[src/mon_cfg.svh]
`ifndef MON_CFG_SVH
`define MON_CFG_SVH

// Word width of the processor write bus, shadow registers and scan register
`define MON_WORD_W 16

// Channel address of the bank register (BB) on the channel bus
`define MON_BB_CHAN 7

// Bit positions inside the monitor control word
`define MON_CTL_MSTP      0 // Stop, holds the timepulse generator
`define MON_CTL_MSTRT     1 // Fresh start request
`define MON_CTL_STEP      2 // Single step pending
`define MON_CTL_STEP_TYPE 3 // Step unit, see mon_pkg::step_type_e
`define MON_CTL_NHALGA    8 // Alarm gate inhibit

`endif

[src/mon_pkg.sv]
package mon_pkg;

    // Scan instruction codes, octal as seen by the host
    typedef enum logic [4:0] {
        IR_BYPASS  = 5'o0,  // One-bit bypass path
        IR_CONTROL = 5'o2,  // Control word, read and write
        IR_A       = 5'o20, // Accumulator
        IR_L       = 5'o21, // Lower accumulator
        IR_Q       = 5'o22, // Return address register
        IR_Z       = 5'o23, // Program counter
        IR_BB      = 5'o24, // Both-banks register
        IR_G       = 5'o25, // Memory buffer
        IR_SQ      = 5'o26, // Live instruction bits
        IR_S       = 5'o27, // Address register, 12 bits
        IR_B       = 5'o30, // B buffer register
        IR_X       = 5'o31, // Adder input X, not tracked
        IR_Y       = 5'o32, // Adder input Y, not tracked
        IR_U       = 5'o33  // Adder output, not tracked
    } scan_ir_e;

    // Single step granularity
    typedef enum logic {
        STEP_MCT  = 1'b0, // Ends on the next MT01
        STEP_INST = 1'b1  // Ends on the next new instruction
    } step_type_e;

endpackage

[src/mon_scan_port.sv]
`timescale 1ns/100ps
`include "mon_cfg.svh"

module mon_scan_port (
    input  logic                   SIM_CLK,
    input  logic                   reset,
    input  mon_pkg::scan_ir_e      ir_in,     // Current scan instruction
    input  logic                   capture,   // Capture-DR strobe
    input  logic                   shift,     // Shift-DR strobe
    input  logic                   update,    // Update-DR strobe
    input  logic                   tdi,       // Serial data in
    input  logic [`MON_WORD_W-1:0] rd_word,   // Word selected by rd_sel
    output logic                   tdo,       // Serial data out
    output mon_pkg::scan_ir_e      rd_sel,    // Read select toward the register file
    output logic                   ctl_wr,    // Control word write, one cycle
    output logic [`MON_WORD_W-1:0] ctl_wdata  // Control word write data
);

    logic                   bypass_bit;       // Single-bit bypass path
    logic [`MON_WORD_W-1:0] scan_reg;         // Capture and shift register
    logic                   is_bypass;        // Instruction selects bypass path

    assign is_bypass = (ir_in == mon_pkg::IR_BYPASS);

    // Register file reads whatever the host has selected
    assign rd_sel = ir_in;

    // Bypass bit only moves on shift, capture leaves it alone
    always_ff @(posedge SIM_CLK) begin
        if (reset) begin
            bypass_bit <= 1'b0;
        end else if (is_bypass && shift) begin
            bypass_bit <= tdi;                // One stage of delay
        end
    end

    // Data register path for every non-bypass instruction
    always_ff @(posedge SIM_CLK) begin
        if (reset) begin
            scan_reg <= '0;
        end else if (!is_bypass) begin
            if (capture) begin
                scan_reg <= rd_word;          // Snapshot of the selected word
            end else if (shift) begin
                scan_reg <= {tdi, scan_reg[`MON_WORD_W-1:1]}; // LSB leaves first
            end
        end
    end

    // Host samples tdo before each shift strobe
    always_comb begin
        if (is_bypass) begin
            tdo = bypass_bit;
        end else begin
            tdo = scan_reg[0];
        end
    end

    // A finished scan under IR_CONTROL becomes the control write
    assign ctl_wr    = update && (ir_in == mon_pkg::IR_CONTROL);
    assign ctl_wdata = scan_reg;              // Word shifted in by the host

endmodule

[src/mon_reg_file.sv]
`timescale 1ns/100ps
`include "mon_cfg.svh"

module mon_reg_file (
    input  logic                   SIM_CLK,
    input  logic                   reset,
    input  logic [`MON_WORD_W-1:0] wl,       // Processor write bus
    input  logic                   wag,      // Write A
    input  logic                   wlg,      // Write L
    input  logic                   wqg,      // Write Q
    input  logic                   wzg,      // Write Z
    input  logic                   wbbeg,    // Write BB, both bank fields
    input  logic                   webg,     // Write EB, erasable bank only
    input  logic                   wfbg,     // Write FB, fixed bank only
    input  logic                   wg,       // Write G
    input  logic                   wsg,      // Write S
    input  logic                   wbg,      // Write B
    input  logic                   wch,      // Channel write, address in S
    input  logic [5:0]             sq_bits,  // SQ16, SQ14..SQ10
    input  logic                   sqext,    // Extended instruction flag
    input  mon_pkg::scan_ir_e      rd_sel,   // Which word to read
    input  logic [`MON_WORD_W-1:0] ctl_word, // Control word from step controller
    output logic [`MON_WORD_W-1:0] rd_word   // Selected word
);

    localparam int S_W = 12;                 // S holds an erasable/fixed address

    logic [`MON_WORD_W-1:0] a_reg;
    logic [`MON_WORD_W-1:0] l_reg;
    logic [`MON_WORD_W-1:0] q_reg;
    logic [`MON_WORD_W-1:0] z_reg;
    logic [`MON_WORD_W-1:0] g_reg;
    logic [`MON_WORD_W-1:0] b_reg;
    logic [`MON_WORD_W-1:0] bb_reg;          // Bits 15, 9:7 and 3 never written
    logic [S_W-1:0]         s_reg;
    logic [`MON_WORD_W-1:0] sq_word;         // Live SQ view
    logic                   bb_chan_hit;     // Channel write aimed at BB

    // Whole-word shadows and S
    always_ff @(posedge SIM_CLK) begin
        if (reset) begin
            a_reg <= '0;
            l_reg <= '0;
            q_reg <= '0;
            z_reg <= '0;
            g_reg <= '0;
            b_reg <= '0;
            s_reg <= '0;
        end else begin
            if (wag) a_reg <= wl;
            if (wlg) l_reg <= wl;
            if (wqg) q_reg <= wl;
            if (wzg) z_reg <= wl;
            if (wg)  g_reg <= wl;
            if (wbg) b_reg <= wl;
            if (wsg) s_reg <= wl[S_W-1:0];   // Upper bus bits dropped
        end
    end

    assign bb_chan_hit = wch && (s_reg == S_W'(`MON_BB_CHAN));

    // Bank bits, later strobe wins on overlapping fields
    always_ff @(posedge SIM_CLK) begin
        if (reset) begin
            bb_reg <= '0;
        end else begin
            if (wbbeg) begin
                bb_reg[14]    <= wl[15];     // Superbank-style top bit
                bb_reg[13:10] <= wl[13:10];  // Fixed bank
                bb_reg[2:0]   <= wl[2:0];    // Erasable bank
            end
            if (webg) begin
                bb_reg[2:0] <= wl[10:8];     // EB sits higher on the bus
            end
            if (wfbg) begin
                bb_reg[14]    <= wl[15];
                bb_reg[13:10] <= wl[13:10];
            end
            if (bb_chan_hit) begin
                bb_reg[6:4] <= wl[6:4];      // Superbank bits via channel 7
            end
        end
    end

    assign sq_word = {sq_bits, 9'b0, sqext}; // SQ16 lands in bit 15

    // Read mux toward the scan port
    always_comb begin
        case (rd_sel)
            mon_pkg::IR_CONTROL: rd_word = ctl_word;
            mon_pkg::IR_A:       rd_word = a_reg;
            mon_pkg::IR_L:       rd_word = l_reg;
            mon_pkg::IR_Q:       rd_word = q_reg;
            mon_pkg::IR_Z:       rd_word = z_reg;
            mon_pkg::IR_BB:      rd_word = bb_reg;
            mon_pkg::IR_G:       rd_word = g_reg;
            mon_pkg::IR_SQ:      rd_word = sq_word;
            mon_pkg::IR_S:       rd_word = {{(`MON_WORD_W-S_W){1'b0}}, s_reg};
            mon_pkg::IR_B:       rd_word = b_reg;
            default:             rd_word = '0; // Bypass, X, Y, U
        endcase
    end

endmodule

[src/mon_step_ctrl.sv]
`timescale 1ns/100ps
`include "mon_cfg.svh"

module mon_step_ctrl (
    input  logic                   SIM_CLK,
    input  logic                   reset,
    input  logic                   ctl_wr,    // Control write from scan port
    input  logic [`MON_WORD_W-1:0] ctl_wdata, // New control word
    input  logic                   mt01,      // Timepulse 1, one per memory cycle
    input  logic                   mnisq,     // New instruction in SQ
    output logic [`MON_WORD_W-1:0] ctl_word,  // Current control word
    output logic                   mstp,      // Stop line
    output logic                   mstrt,     // Fresh start line
    output logic                   nhalga     // Alarm inhibit line
);

    logic                 step_req;           // Single step pending
    mon_pkg::step_type_e  step_type;          // MCT or instruction step
    logic                 step_end;           // End event for current step type

    assign step_req  = ctl_word[`MON_CTL_STEP];
    assign step_type = mon_pkg::step_type_e'(ctl_word[`MON_CTL_STEP_TYPE]);

    // Pick the event that closes the step
    always_comb begin
        if (step_type == mon_pkg::STEP_INST) begin
            step_end = mnisq;
        end else begin
            step_end = mt01;
        end
    end

    // Control word, host writes take priority over stepping
    always_ff @(posedge SIM_CLK) begin
        if (reset) begin
            ctl_word <= '0;
        end else if (ctl_wr) begin
            ctl_word <= ctl_wdata;
        end else if (step_req) begin
            if (step_end) begin
                ctl_word[`MON_CTL_STEP] <= 1'b0; // Step done
                ctl_word[`MON_CTL_MSTP] <= 1'b1; // Freeze again
            end else begin
                ctl_word[`MON_CTL_MSTP] <= 1'b0; // Let the processor run
            end
        end
    end

    // Processor control lines come straight from the word
    assign mstp   = ctl_word[`MON_CTL_MSTP];
    assign mstrt  = ctl_word[`MON_CTL_MSTRT];
    assign nhalga = ctl_word[`MON_CTL_NHALGA];

endmodule

[src/mon_top.sv]
`timescale 1ns/100ps
`include "mon_cfg.svh"

module mon_top (
    input  logic                   SIM_CLK,
    input  logic                   reset,
    input  mon_pkg::scan_ir_e      ir_in,   // Scan side
    input  logic                   capture,
    input  logic                   shift,
    input  logic                   update,
    input  logic                   tdi,
    output logic                   tdo,
    input  logic [`MON_WORD_W-1:0] wl,      // Processor write bus
    input  logic                   wag,
    input  logic                   wlg,
    input  logic                   wqg,
    input  logic                   wzg,
    input  logic                   wbbeg,
    input  logic                   webg,
    input  logic                   wfbg,
    input  logic                   wg,
    input  logic                   wsg,
    input  logic                   wbg,
    input  logic                   wch,
    input  logic [5:0]             sq_bits, // SQ16, SQ14..SQ10
    input  logic                   sqext,
    input  logic                   mt01,    // Step end events
    input  logic                   mnisq,
    output logic                   mstp,    // Processor control lines
    output logic                   mstrt,
    output logic                   nhalga
);

    mon_pkg::scan_ir_e      rd_sel;         // Scan port to register file
    logic [`MON_WORD_W-1:0] rd_word;        // Register file to scan port
    logic                   ctl_wr;         // Scan port to step controller
    logic [`MON_WORD_W-1:0] ctl_wdata;
    logic [`MON_WORD_W-1:0] ctl_word;       // Step controller to register file

    mon_scan_port mon_scan_port_inst (
        .SIM_CLK   (SIM_CLK),
        .reset     (reset),
        .ir_in     (ir_in),
        .capture   (capture),
        .shift     (shift),
        .update    (update),
        .tdi       (tdi),
        .rd_word   (rd_word),
        .tdo       (tdo),
        .rd_sel    (rd_sel),
        .ctl_wr    (ctl_wr),
        .ctl_wdata (ctl_wdata)
    );

    mon_reg_file mon_reg_file_inst (
        .SIM_CLK  (SIM_CLK),
        .reset    (reset),
        .wl       (wl),
        .wag      (wag),
        .wlg      (wlg),
        .wqg      (wqg),
        .wzg      (wzg),
        .wbbeg    (wbbeg),
        .webg     (webg),
        .wfbg     (wfbg),
        .wg       (wg),
        .wsg      (wsg),
        .wbg      (wbg),
        .wch      (wch),
        .sq_bits  (sq_bits),
        .sqext    (sqext),
        .rd_sel   (rd_sel),
        .ctl_word (ctl_word),
        .rd_word  (rd_word)
    );

    mon_step_ctrl mon_step_ctrl_inst (
        .SIM_CLK   (SIM_CLK),
        .reset     (reset),
        .ctl_wr    (ctl_wr),
        .ctl_wdata (ctl_wdata),
        .mt01      (mt01),
        .mnisq     (mnisq),
        .ctl_word  (ctl_word),
        .mstp      (mstp),
        .mstrt     (mstrt),
        .nhalga    (nhalga)
    );

endmodule

[config.mk]
export PLATFORM = sky130hd
export DESIGN_NAME = mon_top
export DESIGN_NICKNAME = d
export VERILOG_FILES = /design/src/mon_pkg.sv /design/src/mon_scan_port.sv /design/src/mon_reg_file.sv /design/src/mon_step_ctrl.sv /design/src/mon_top.sv
export VERILOG_INCLUDE_DIRS = /design/src
export SDC_FILE = /design/constraint.sdc
export NUM_CORES = 1
export LEC_CHECK = 0
export ABC_AREA = 1
export BUFFER_PORTS_ARGS = -buffer_cell sky130_fd_sc_hd__buf_2
export CORE_MARGIN = 5
export CORE_UTILIZATION = 34
export DETAILED_ROUTE_END_ITERATION = 12
export HOLD_SLACK_MARGIN = 0.03
export PLACE_DENSITY = 0.48
export SETUP_SLACK_MARGIN = 0.1
export SLEW_MARGIN = 20
export SYNTH_ARGS = -nofsm -noshare
export SYNTH_HDL_FRONTEND = slang
export SYNTH_HIERARCHICAL = 1
export SYNTH_SLANG_ARGS = --single-unit
[constraint.sdc]
create_clock -name SIM_CLK -period 1.9 [get_ports SIM_CLK]
set_input_delay 0.095 -clock SIM_CLK [delete_from_list [all_inputs] [get_ports SIM_CLK]]
set_output_delay 0.095 -clock SIM_CLK [all_outputs]
set_load 0.01 [all_outputs]
==> impl_metrics.csv, run 1 <==
group,metric,value,unit
grt,gr-usage-all-layers,20.69,%
placement,placed_cell_area,7829,sq um
detailed_routing,drt_first_iter_violations,523,
floorplanning,start_util,34.47,%
detailed_routing,routed.top_layer,"met4",
cells_and_area,layout-drive-gt1-share,12.07,%
synth,syn-num-nets,1149,
grt,grt_first_pass_wirelength,38520,um
detailed_routing,routedLengthMet1,12190,um
power_and_ir_drop,power-per-cell-area,908.9,nW/um^2
detailed_routing,met3WireLength,1117,um
flow_run,max-cap-violations,0,
worst_setup_path,crit_chain,"buf_2 > nand2_1 > nor2_2 > buf_4 > nand3_1 > nand2_1 > nor2_1 > nand3_1 > nand2_1 > inv_1 > nor2_1 > nand3_2 > nand2_1 > nor2_1",
cells_and_area,fill_cells,2301,
detailed_routing,postRouteWirelength,24730,um
cells_and_area,final_instance_area,8547,sq um
synth,netlist_instances,1102,
sta,slew_violations,0,
detailed_routing,drc,0,
clock_tree,cts_htree_levels,4,
synth,ys_seq_elements,152,
detailed_routing,viasPerCell,4.918,
worst_setup_path,worstPathRequired,2.27,ns
worst_setup_path,timing.critical_path.from_type,"input pin",
sta,fin_crit_sh,80.75,%
cells_and_area,num_antenna_cells,0,
worst_setup_path,max_stage_delay_cell_worst_path,"nor2_2",
synth,most_used_flip_flop_cell_after_synthesis,"dfxtp_1",
clock_tree,cts.root.buffer_cell,"clkbuf_16",
grt,first_global_vias,6615,
synth,synthesis.area,7247,sq um
outcome,status,"completed",
power_and_ir_drop,power,0.007768,W
floorplanning,core_area,21020,sq um
synth,number_of_synthesized_flops_with_an_enable_pin,0,
floorplanning,die_width,156.0,um
clock_tree,clock_latency,0.43,ns
grt,grt_remaining_overflow,0,
power_and_ir_drop,p_leak,3.976,nW
clock_tree,cts.sinks,152,
sta,finalSetupViolCount,0,
placement,gpl.final_weighted_congestion,0.8686,
floorplanning,die_y,156.0,um
cells_and_area,layout-area-overhead-vs-synth,17.94,%
sta,final.setup_skew,0.008387,ns
worst_setup_path,worst_path_most_repeated_cell,"nand2_1",
sta,tightest_slew,0.7317,ns
detailed_routing,wl_met2,11070,um
sta,finalHoldWorstSlack,0.04109,ns
worst_setup_path,worstPathMaxFanout,12,
floorplanning,ios,51,
sta,slew_headroom,51.17,%
sta,max_fclk,651.8,MHz
cells_and_area,fin_nets,1194,
grt,antenna_violations_before_repair,0,
detailed_routing,drt_pass1_iterations,5,
placement,numPortBuffers,50,
power_and_ir_drop,max-vdd-ir-drop,0.5164,mV
cells_and_area,final_cell_count_no_fill,1435,
synth,ys.warnings.count,6,
floorplanning,die-area,24330,sq um
clock_tree,cts_inserted_buffers,17,
detailed_routing,vias,7058,
synth,netlist-cell-type-count,23,
grt,pin_count_of_the_biggest_net_entering_global_routing,56,
cells_and_area,area_taken_by_flip_flops_and_latches,3043,sq um
cells_and_area,multi_input_comb_area,3435,sq um
detailed_routing,antenna_violating_nets_post_route,0,
detailed_routing,average_wire_per_standard_cell,17.23,um
cells_and_area,post-route-util,40.66,%
worst_setup_path,setup_cp_type,"input pin to register",
worst_setup_path,critPathCaptureType,"register",
sta,timing.final.crit_period,1.534,ns
worst_setup_path,critical-path-max-stage-delay,0.57,ns
floorplanning,placement_rows,53,
placement,dp.cells,1391,
synth,sequential_to_total_area_share_from_yosys_stat,41.99,%
sta,setup_repair_after_global_routing_missed_its_margin,"false",
synth,syn_avg_cell_area,6.576,sq um
clock_tree,tritoncts,"yes",
clock_tree,clk_transition_reported_paths,0.06,ns
placement,hpwlAfterDp,17490,um
worst_setup_path,critical_path_arrival,1.91,ns
sta,timing_hold_violations_final,0,
min_path,class_of_the_tightest_hold_or_removal_check,"input pin to register",
synth,ys_async_sr_fraction,0,%
clock_tree,cts_max_path_buffers,2,
==> final timing paths <==
check,start,endpoint,slack [ns],cells after the start
worst max register to register,mon_reg_file_inst/q_reg[12]$_SDFFE_PP0P_,mon_scan_port_inst/ctl_wdata[12]$_SDFFE_PP0P_,0.48,10
worst max-delay path,ir_in[0],mon_scan_port_inst/ctl_wdata[15]$_SDFFE_PP0P_,0.37,14
worst min register to register,mon_reg_file_inst/a_reg[9]$_SDFFE_PP0P_,mon_reg_file_inst/a_reg[9]$_SDFFE_PP0P_,0.45,2
worst min-delay path,wl[1],mon_reg_file_inst/b_reg[1]$_SDFFE_PP0P_,0.04,3
==> logic make-up (layout without fill, tap and decap cells) <==
| family | after synthesis | count (layout) | share of synthesized area (%) |
|---|---|---|---|
| buffers and inverters | 178 | 236 | 10.72 |
| AND/OR/NAND/NOR | 565 | 565 | 32.84 |
| flip-flops | 152 | 152 | 41.99 |
| AO/OA/AOI/OAI | 207 | 207 | 14.45 |
==> report_power, final <==
| part | switching [W] | internal [W] |
|---|---|---|
| clock network | 0.00149 | 0.00196 |
| logic | 0.000547 | 0.000278 |
| registers | 0.000103 | 0.00339 |
==> cells in the mapped netlist (3+ instances only) <==
cell,instances,area (sq um)
a21oi_1,62,310.3
buf_1,6,22.52
buf_2,16,80.08
buf_4,11,82.58
buf_6,6,67.56
clkbuf_1,36,135.1
dfxtp_1,152,3043
inv_1,97,364.1
nand2_1,150,563.0
nand3_1,53,265.3
nand3_2,8,80.08
nand4_1,47,294.0
nor2_1,297,1115
nor2_2,3,18.77
nor3_1,4,20.02
o21ai_0,142,710.7
o221ai_1,3,26.28
==> metal layers <==
layer | global-route usage [%] | vias up
li1 | - | 3635
met3 | 3.440 | 23
met4 | 5.169 | 0
met5 | 0 | -
met1 | 29.91 | 3259
met2 | 32.13 | 141
==> area by class of cell <==
| class | instances | area share, % |
|---|---|---|
| tap | 275 | 4.026 |
| sequential | 152 | 35.60 |
| multi-input combinational | 772 | 40.18 |
| timing repair buffer | 103 | 8.813 |
| clock inverter | 15 | 1.962 |
| clock buffer | 17 | 4.977 |
| inverter | 101 | 4.436 |
==> what timing repair did <==
item | CTS | global route
hold endpoints to repair | 35 | 0
hold buffers | 12 | 0
buffers inserted | 0 | 0
setup endpoints to repair | 0 | 12
gates resized for setup | 0 | 1
==> worst max-delay path, delay by kind of cell <==
kind	cells	cell delay, ns
buffers and inverters	3	0.47
AND/OR/NAND/NOR	11	1.34
==> cell usage in the layout, fill, tap and decap left out <==
cell type / n
nor2_4: 2
nor3_1: 4
or2_1: 1
clkinvlp_4: 7
inv_2: 3
clkinv_1: 2
a21oi_1: 62
buf_4: 35
nand2_1: 150
bufinv_16: 2
nand3_2: 8
or2_2: 1
nor2_1: 296
inv_8: 1
buf_12: 6
nor2_2: 3
buf_2: 50
clkbuf_16: 17
dfxtp_1: 152
nand4_1: 47
clkinv_4: 1
inv_6: 4
dlygate4sd3_1: 12
o21ai_0: 142
nand3_1: 53
o221ai_1: 3
inv_1: 96
==> through the flow <==
step	setup slack (ns)	TNS, ns
global placement	-0.2330	-2.073
global route	0.1865	0
detailed placement	-0.2735	-2.457
floorplan	0.4499	0
CTS	0.1737	0
finish	0.3658	0
Note: power is estimated with default switching activity, not from simulation.
==> run 2, diff against run 1 <==
ABC_AREA = 0   (was 1)
clock period = 1.52 ns   (was 1.9 ns; I/O delays follow)
==> run 2 against run 1 <==
Effect of this change: the flow now finishes with violations (setup timing); non-clock buffer count rose by 48; routed wire length fell by 4.8%; flip-flop and latch count did not move; clock skew barely moved; combinational power rose by 48%; utilization rose by 5.0 points; sequential power rose by 25%; critical path depth fell by 7; cell area rose by 8.9%; first-iteration DRC count fell by 5.4%.
==> impl_metrics.csv, run 2 <==
group,metric,value,unit
outcome,status,"finished with violations",
outcome,violations,"setup timing",
min_path,hold_path_depth,3,
worst_setup_path,worstPathMaxFanout,2,
grt,gr-usage-all-layers,19.67,%
clock_tree,cts.sinks,152,
cells_and_area,layout-drive-gt1-share,29.01,%
grt,grt_remaining_overflow,0,
synth,netlist_instances,751,
sta,fin_crit_sh,107.7,%
clock_tree,clk_transition_reported_paths,0.06,ns
synth,syn-num-nets,798,
synth,ys_seq_elements,152,
synth,ys.warnings.count,6,
detailed_routing,viasPerCell,5.396,
power_and_ir_drop,clkPwrFrac,42.7,%
cells_and_area,fin_nets,891,
power_and_ir_drop,switching_share,25.06,%
clock_tree,tritoncts,"yes",
cells_and_area,final_cell_count_no_fill,1125,
clock_tree,cts_inserted_buffers,17,
floorplanning,die_width,154.5,um
placement,hpwlAfterDp,16430,um
detailed_routing,drt_first_iter_violations,495,
sta,tightest_slew,0.5458,ns
sta,timing.final.crit_period,1.637,ns
grt,pin_count_of_the_biggest_net_entering_global_routing,86,
power_and_ir_drop,power-per-cell-area,1049,nW/um^2
detailed_routing,vias,6070,
clock_tree,cts_max_path_buffers,2,
worst_setup_path,worstPathRequired,1.83,ns
cells_and_area,layout.cells.most_common,"dfxtp_1",
sta,finalSetupViolCount,6,
floorplanning,die_y,154.5,um
placement,numPortBuffers,50,
sta,timing_hold_violations_final,0,
power_and_ir_drop,comb_power_share,12.5,%
synth,post_synthesis_compound_gate_area_fraction,11.64,%
cells_and_area,post-route-util,45.70,%
floorplanning,die-area,23860,sq um
clock_tree,clock_latency,0.42,ns
synth,dominant_cell_type_by_area_after_synthesis,"dfxtp_1",
synth,yosys-top-cells-area,"dfxtp_1 (43%), mux2i_1 (19%), nor2_1 (7.2%)",
worst_setup_path,setup_cp_type,"register to register",
grt,antenna_violations_before_repair,0,
sta,slew_violations,0,
synth,yosys.area_share.adder,0,%
cells_and_area,num_antenna_cells,0,
synth,most_used_flip_flop_cell_after_synthesis,"dfxtp_1",
synth,number_of_synthesized_flops_with_an_enable_pin,0,
cells_and_area,layout-area-overhead-vs-synth,31.14,%
sta,finalHoldWorstSlack,0.06213,ns
power_and_ir_drop,p_leak,4.060,nW
cells_and_area,highest_count_cells_in_the_layout_ignoring_fill_and_taps,"dfxtp_1 (136), nor2_1 (134), mux2i_1 (133)",
detailed_routing,postRouteWirelength,23540,um
power_and_ir_drop,int_power,0.007316,W
synth,synthesis.area,7097,sq um
worst_setup_path,critPathCaptureType,"register",
sta,setup_ws,-0.1165,ns
power_and_ir_drop,share_seq_of_total_power,44.8,%
synth,synth-simple-area-share,19.98,%
synth,synth_top_area_share,42.88,%
clock_tree,cts.root.buffer_cell,"clkbuf_16",
detailed_routing,drt_pass1_iterations,5,
worst_setup_path,critical_path_arrival,1.95,ns
flow_run,max-cap-violations,0,
synth,netlist-cell-type-count,48,
grt,first_global_vias,6077,
clock_tree,cts_htree_levels,4,
floorplanning,core_area,20360,sq um
power_and_ir_drop,p_switching,0.002446,W
detailed_routing,drc,0,
placement,dp.cells,1070,
placement,gpl.final_weighted_congestion,0.8849,
synth,yosys.cell_count.top_type,"dfxtp_1",
power_and_ir_drop,max-vdd-ir-drop,0.8213,mV
placement,preCtsSetupSlack,-0.6122,ns
synth,synth.area.mux_share,20.15,%
sta,slew_headroom,63.62,%
floorplanning,placement_rows,52,
synth,sequential_to_total_area_share_from_yosys_stat,42.88,%
floorplanning,start_util,34.85,%
synth,syn_avg_cell_area,9.450,sq um
grt,grt_first_pass_wirelength,36160,um
worst_setup_path,r2r_cells,7,
floorplanning,ios,51,
detailed_routing,antenna_violating_nets_post_route,0,
sta,setup_repair_after_global_routing_missed_its_margin,"true",
detailed_routing,average_wire_per_standard_cell,20.92,um
synth,synth_top_family_by_area,"multiplexers",
synth,ys_async_sr_fraction,0,%
sta,max_fclk,611.0,MHz
worst_setup_path,timing.critical_path.from_type,"register",
synth,synth_commonest_cells,"dfxtp_1 (152), nor2_1 (137), mux2i_1 (135), clkbuf_1 (42), and3_1 (26)",
min_path,class_of_the_tightest_hold_or_removal_check,"input pin to register",
sta,final.setup_skew,0.008320,ns
power_and_ir_drop,power,0.009762,W
synth,xor_and_xnor_area_share_after_synthesis,0,%
-- run 2: changes by cell type after synthesis, moves of 18 or more --
cell and delta:
nor2_1 -160, nand2_1 -141, o21ai_0 -136, mux2i_1 +135
inv_1 -96, a21oi_1 -53, nand4_1 -45, nand3_1 -35
and3_1 +26, a22oi_1 +23, nor3b_1 +20, nor2b_1 +19
a22o_1 +18
-- run 2: stage by stage --
stage | area (sq um) | setup TNS (ns)
after floorplan | 7262 | -3.255
after global placement | 8075 | -10.44
after detailed placement | 8075 | -11.11
after CTS | 9163 | -0.2098
after global routing | 9306 | -1.282
final | 9306 | -0.2690
-- run 2: worst paths after layout --
path	from	to	slack [ns]
setup reg to reg	mon_reg_file_inst/s_reg[11]$_SDFFE_PP0P_	mon_scan_port_inst/ctl_wdata[11]$_SDFFE_PP0P_	-0.12
hold reg to reg	mon_reg_file_inst/bb_reg[14]$_SDFFE_PP0P_	mon_reg_file_inst/bb_reg[14]$_SDFFE_PP0P_	0.47
setup / recovery	mon_reg_file_inst/s_reg[11]$_SDFFE_PP0P_	mon_scan_port_inst/ctl_wdata[11]$_SDFFE_PP0P_	-0.12
hold / removal	wl[10]	mon_reg_file_inst/bb_reg[10]$_SDFFE_PP0P_	0.06
-- run 2: kinds of logic after synthesis --
kind of cell / after synthesis
AOI/OAI and AO/OA: 101
buffers and inverters: 78
and+or+nand+nor: 278
muxes: 142
DFF: 152
-- run 2: area by class of cell --
cell class              instances  area [sq um]
clock buffers                  23         478.0
clock inverters                 7         95.09
fillers                      1933         11060
inverters                       1         3.754
multi-input cells             521          4090
flip-flops and latches        152          3063
well taps                     270         337.8
repair buffers                151          1239
-- run 2: metal layers --
layer / share of wire, % / up-vias / track usage [%] / wire length (um)
met1: 49 / 2980 / 28.83 / 11430
met4: 2.6 / 0 / 7.696 / 608
met3: 5.2 / 35 / 3.604 / 1221
met5: 0 / - / 0 / 0
met2: 44 / 162 / 28.54 / 10280
li1: - / 2893 / - / -
-- run 2: what timing repair did --
action / in CTS / in global routing
pin swaps: 41 / 18
endpoints found under the setup margin: 17 / 20
resized for setup: 66 / 34
buffers inserted: 4 / 0
hold buffers: 21 / 0
endpoints found under the hold margin: 48 / 0
-- run 2: critical path, stage by stage, from the launching register on --
cell	delay, ns
dfxtp_2	0.32
mux2i_1	0.15
nor4b_1	0.08
a311oi_2	0.34
nand3_1	0.17
nor2b_2	0.17
nor3_1	0.05
a22o_1	0.24
-- run 2: power by group through the flow --
stage                     logic, W  registers [W]  clock network, W
after detailed placement   0.00110        0.00444                 0
after global routing       0.00132        0.00439           0.00442
after floorplan           0.000729        0.00438                 0
after global placement     0.00108        0.00444                 0
after CTS                  0.00119        0.00437           0.00424
final                      0.00122        0.00437           0.00417
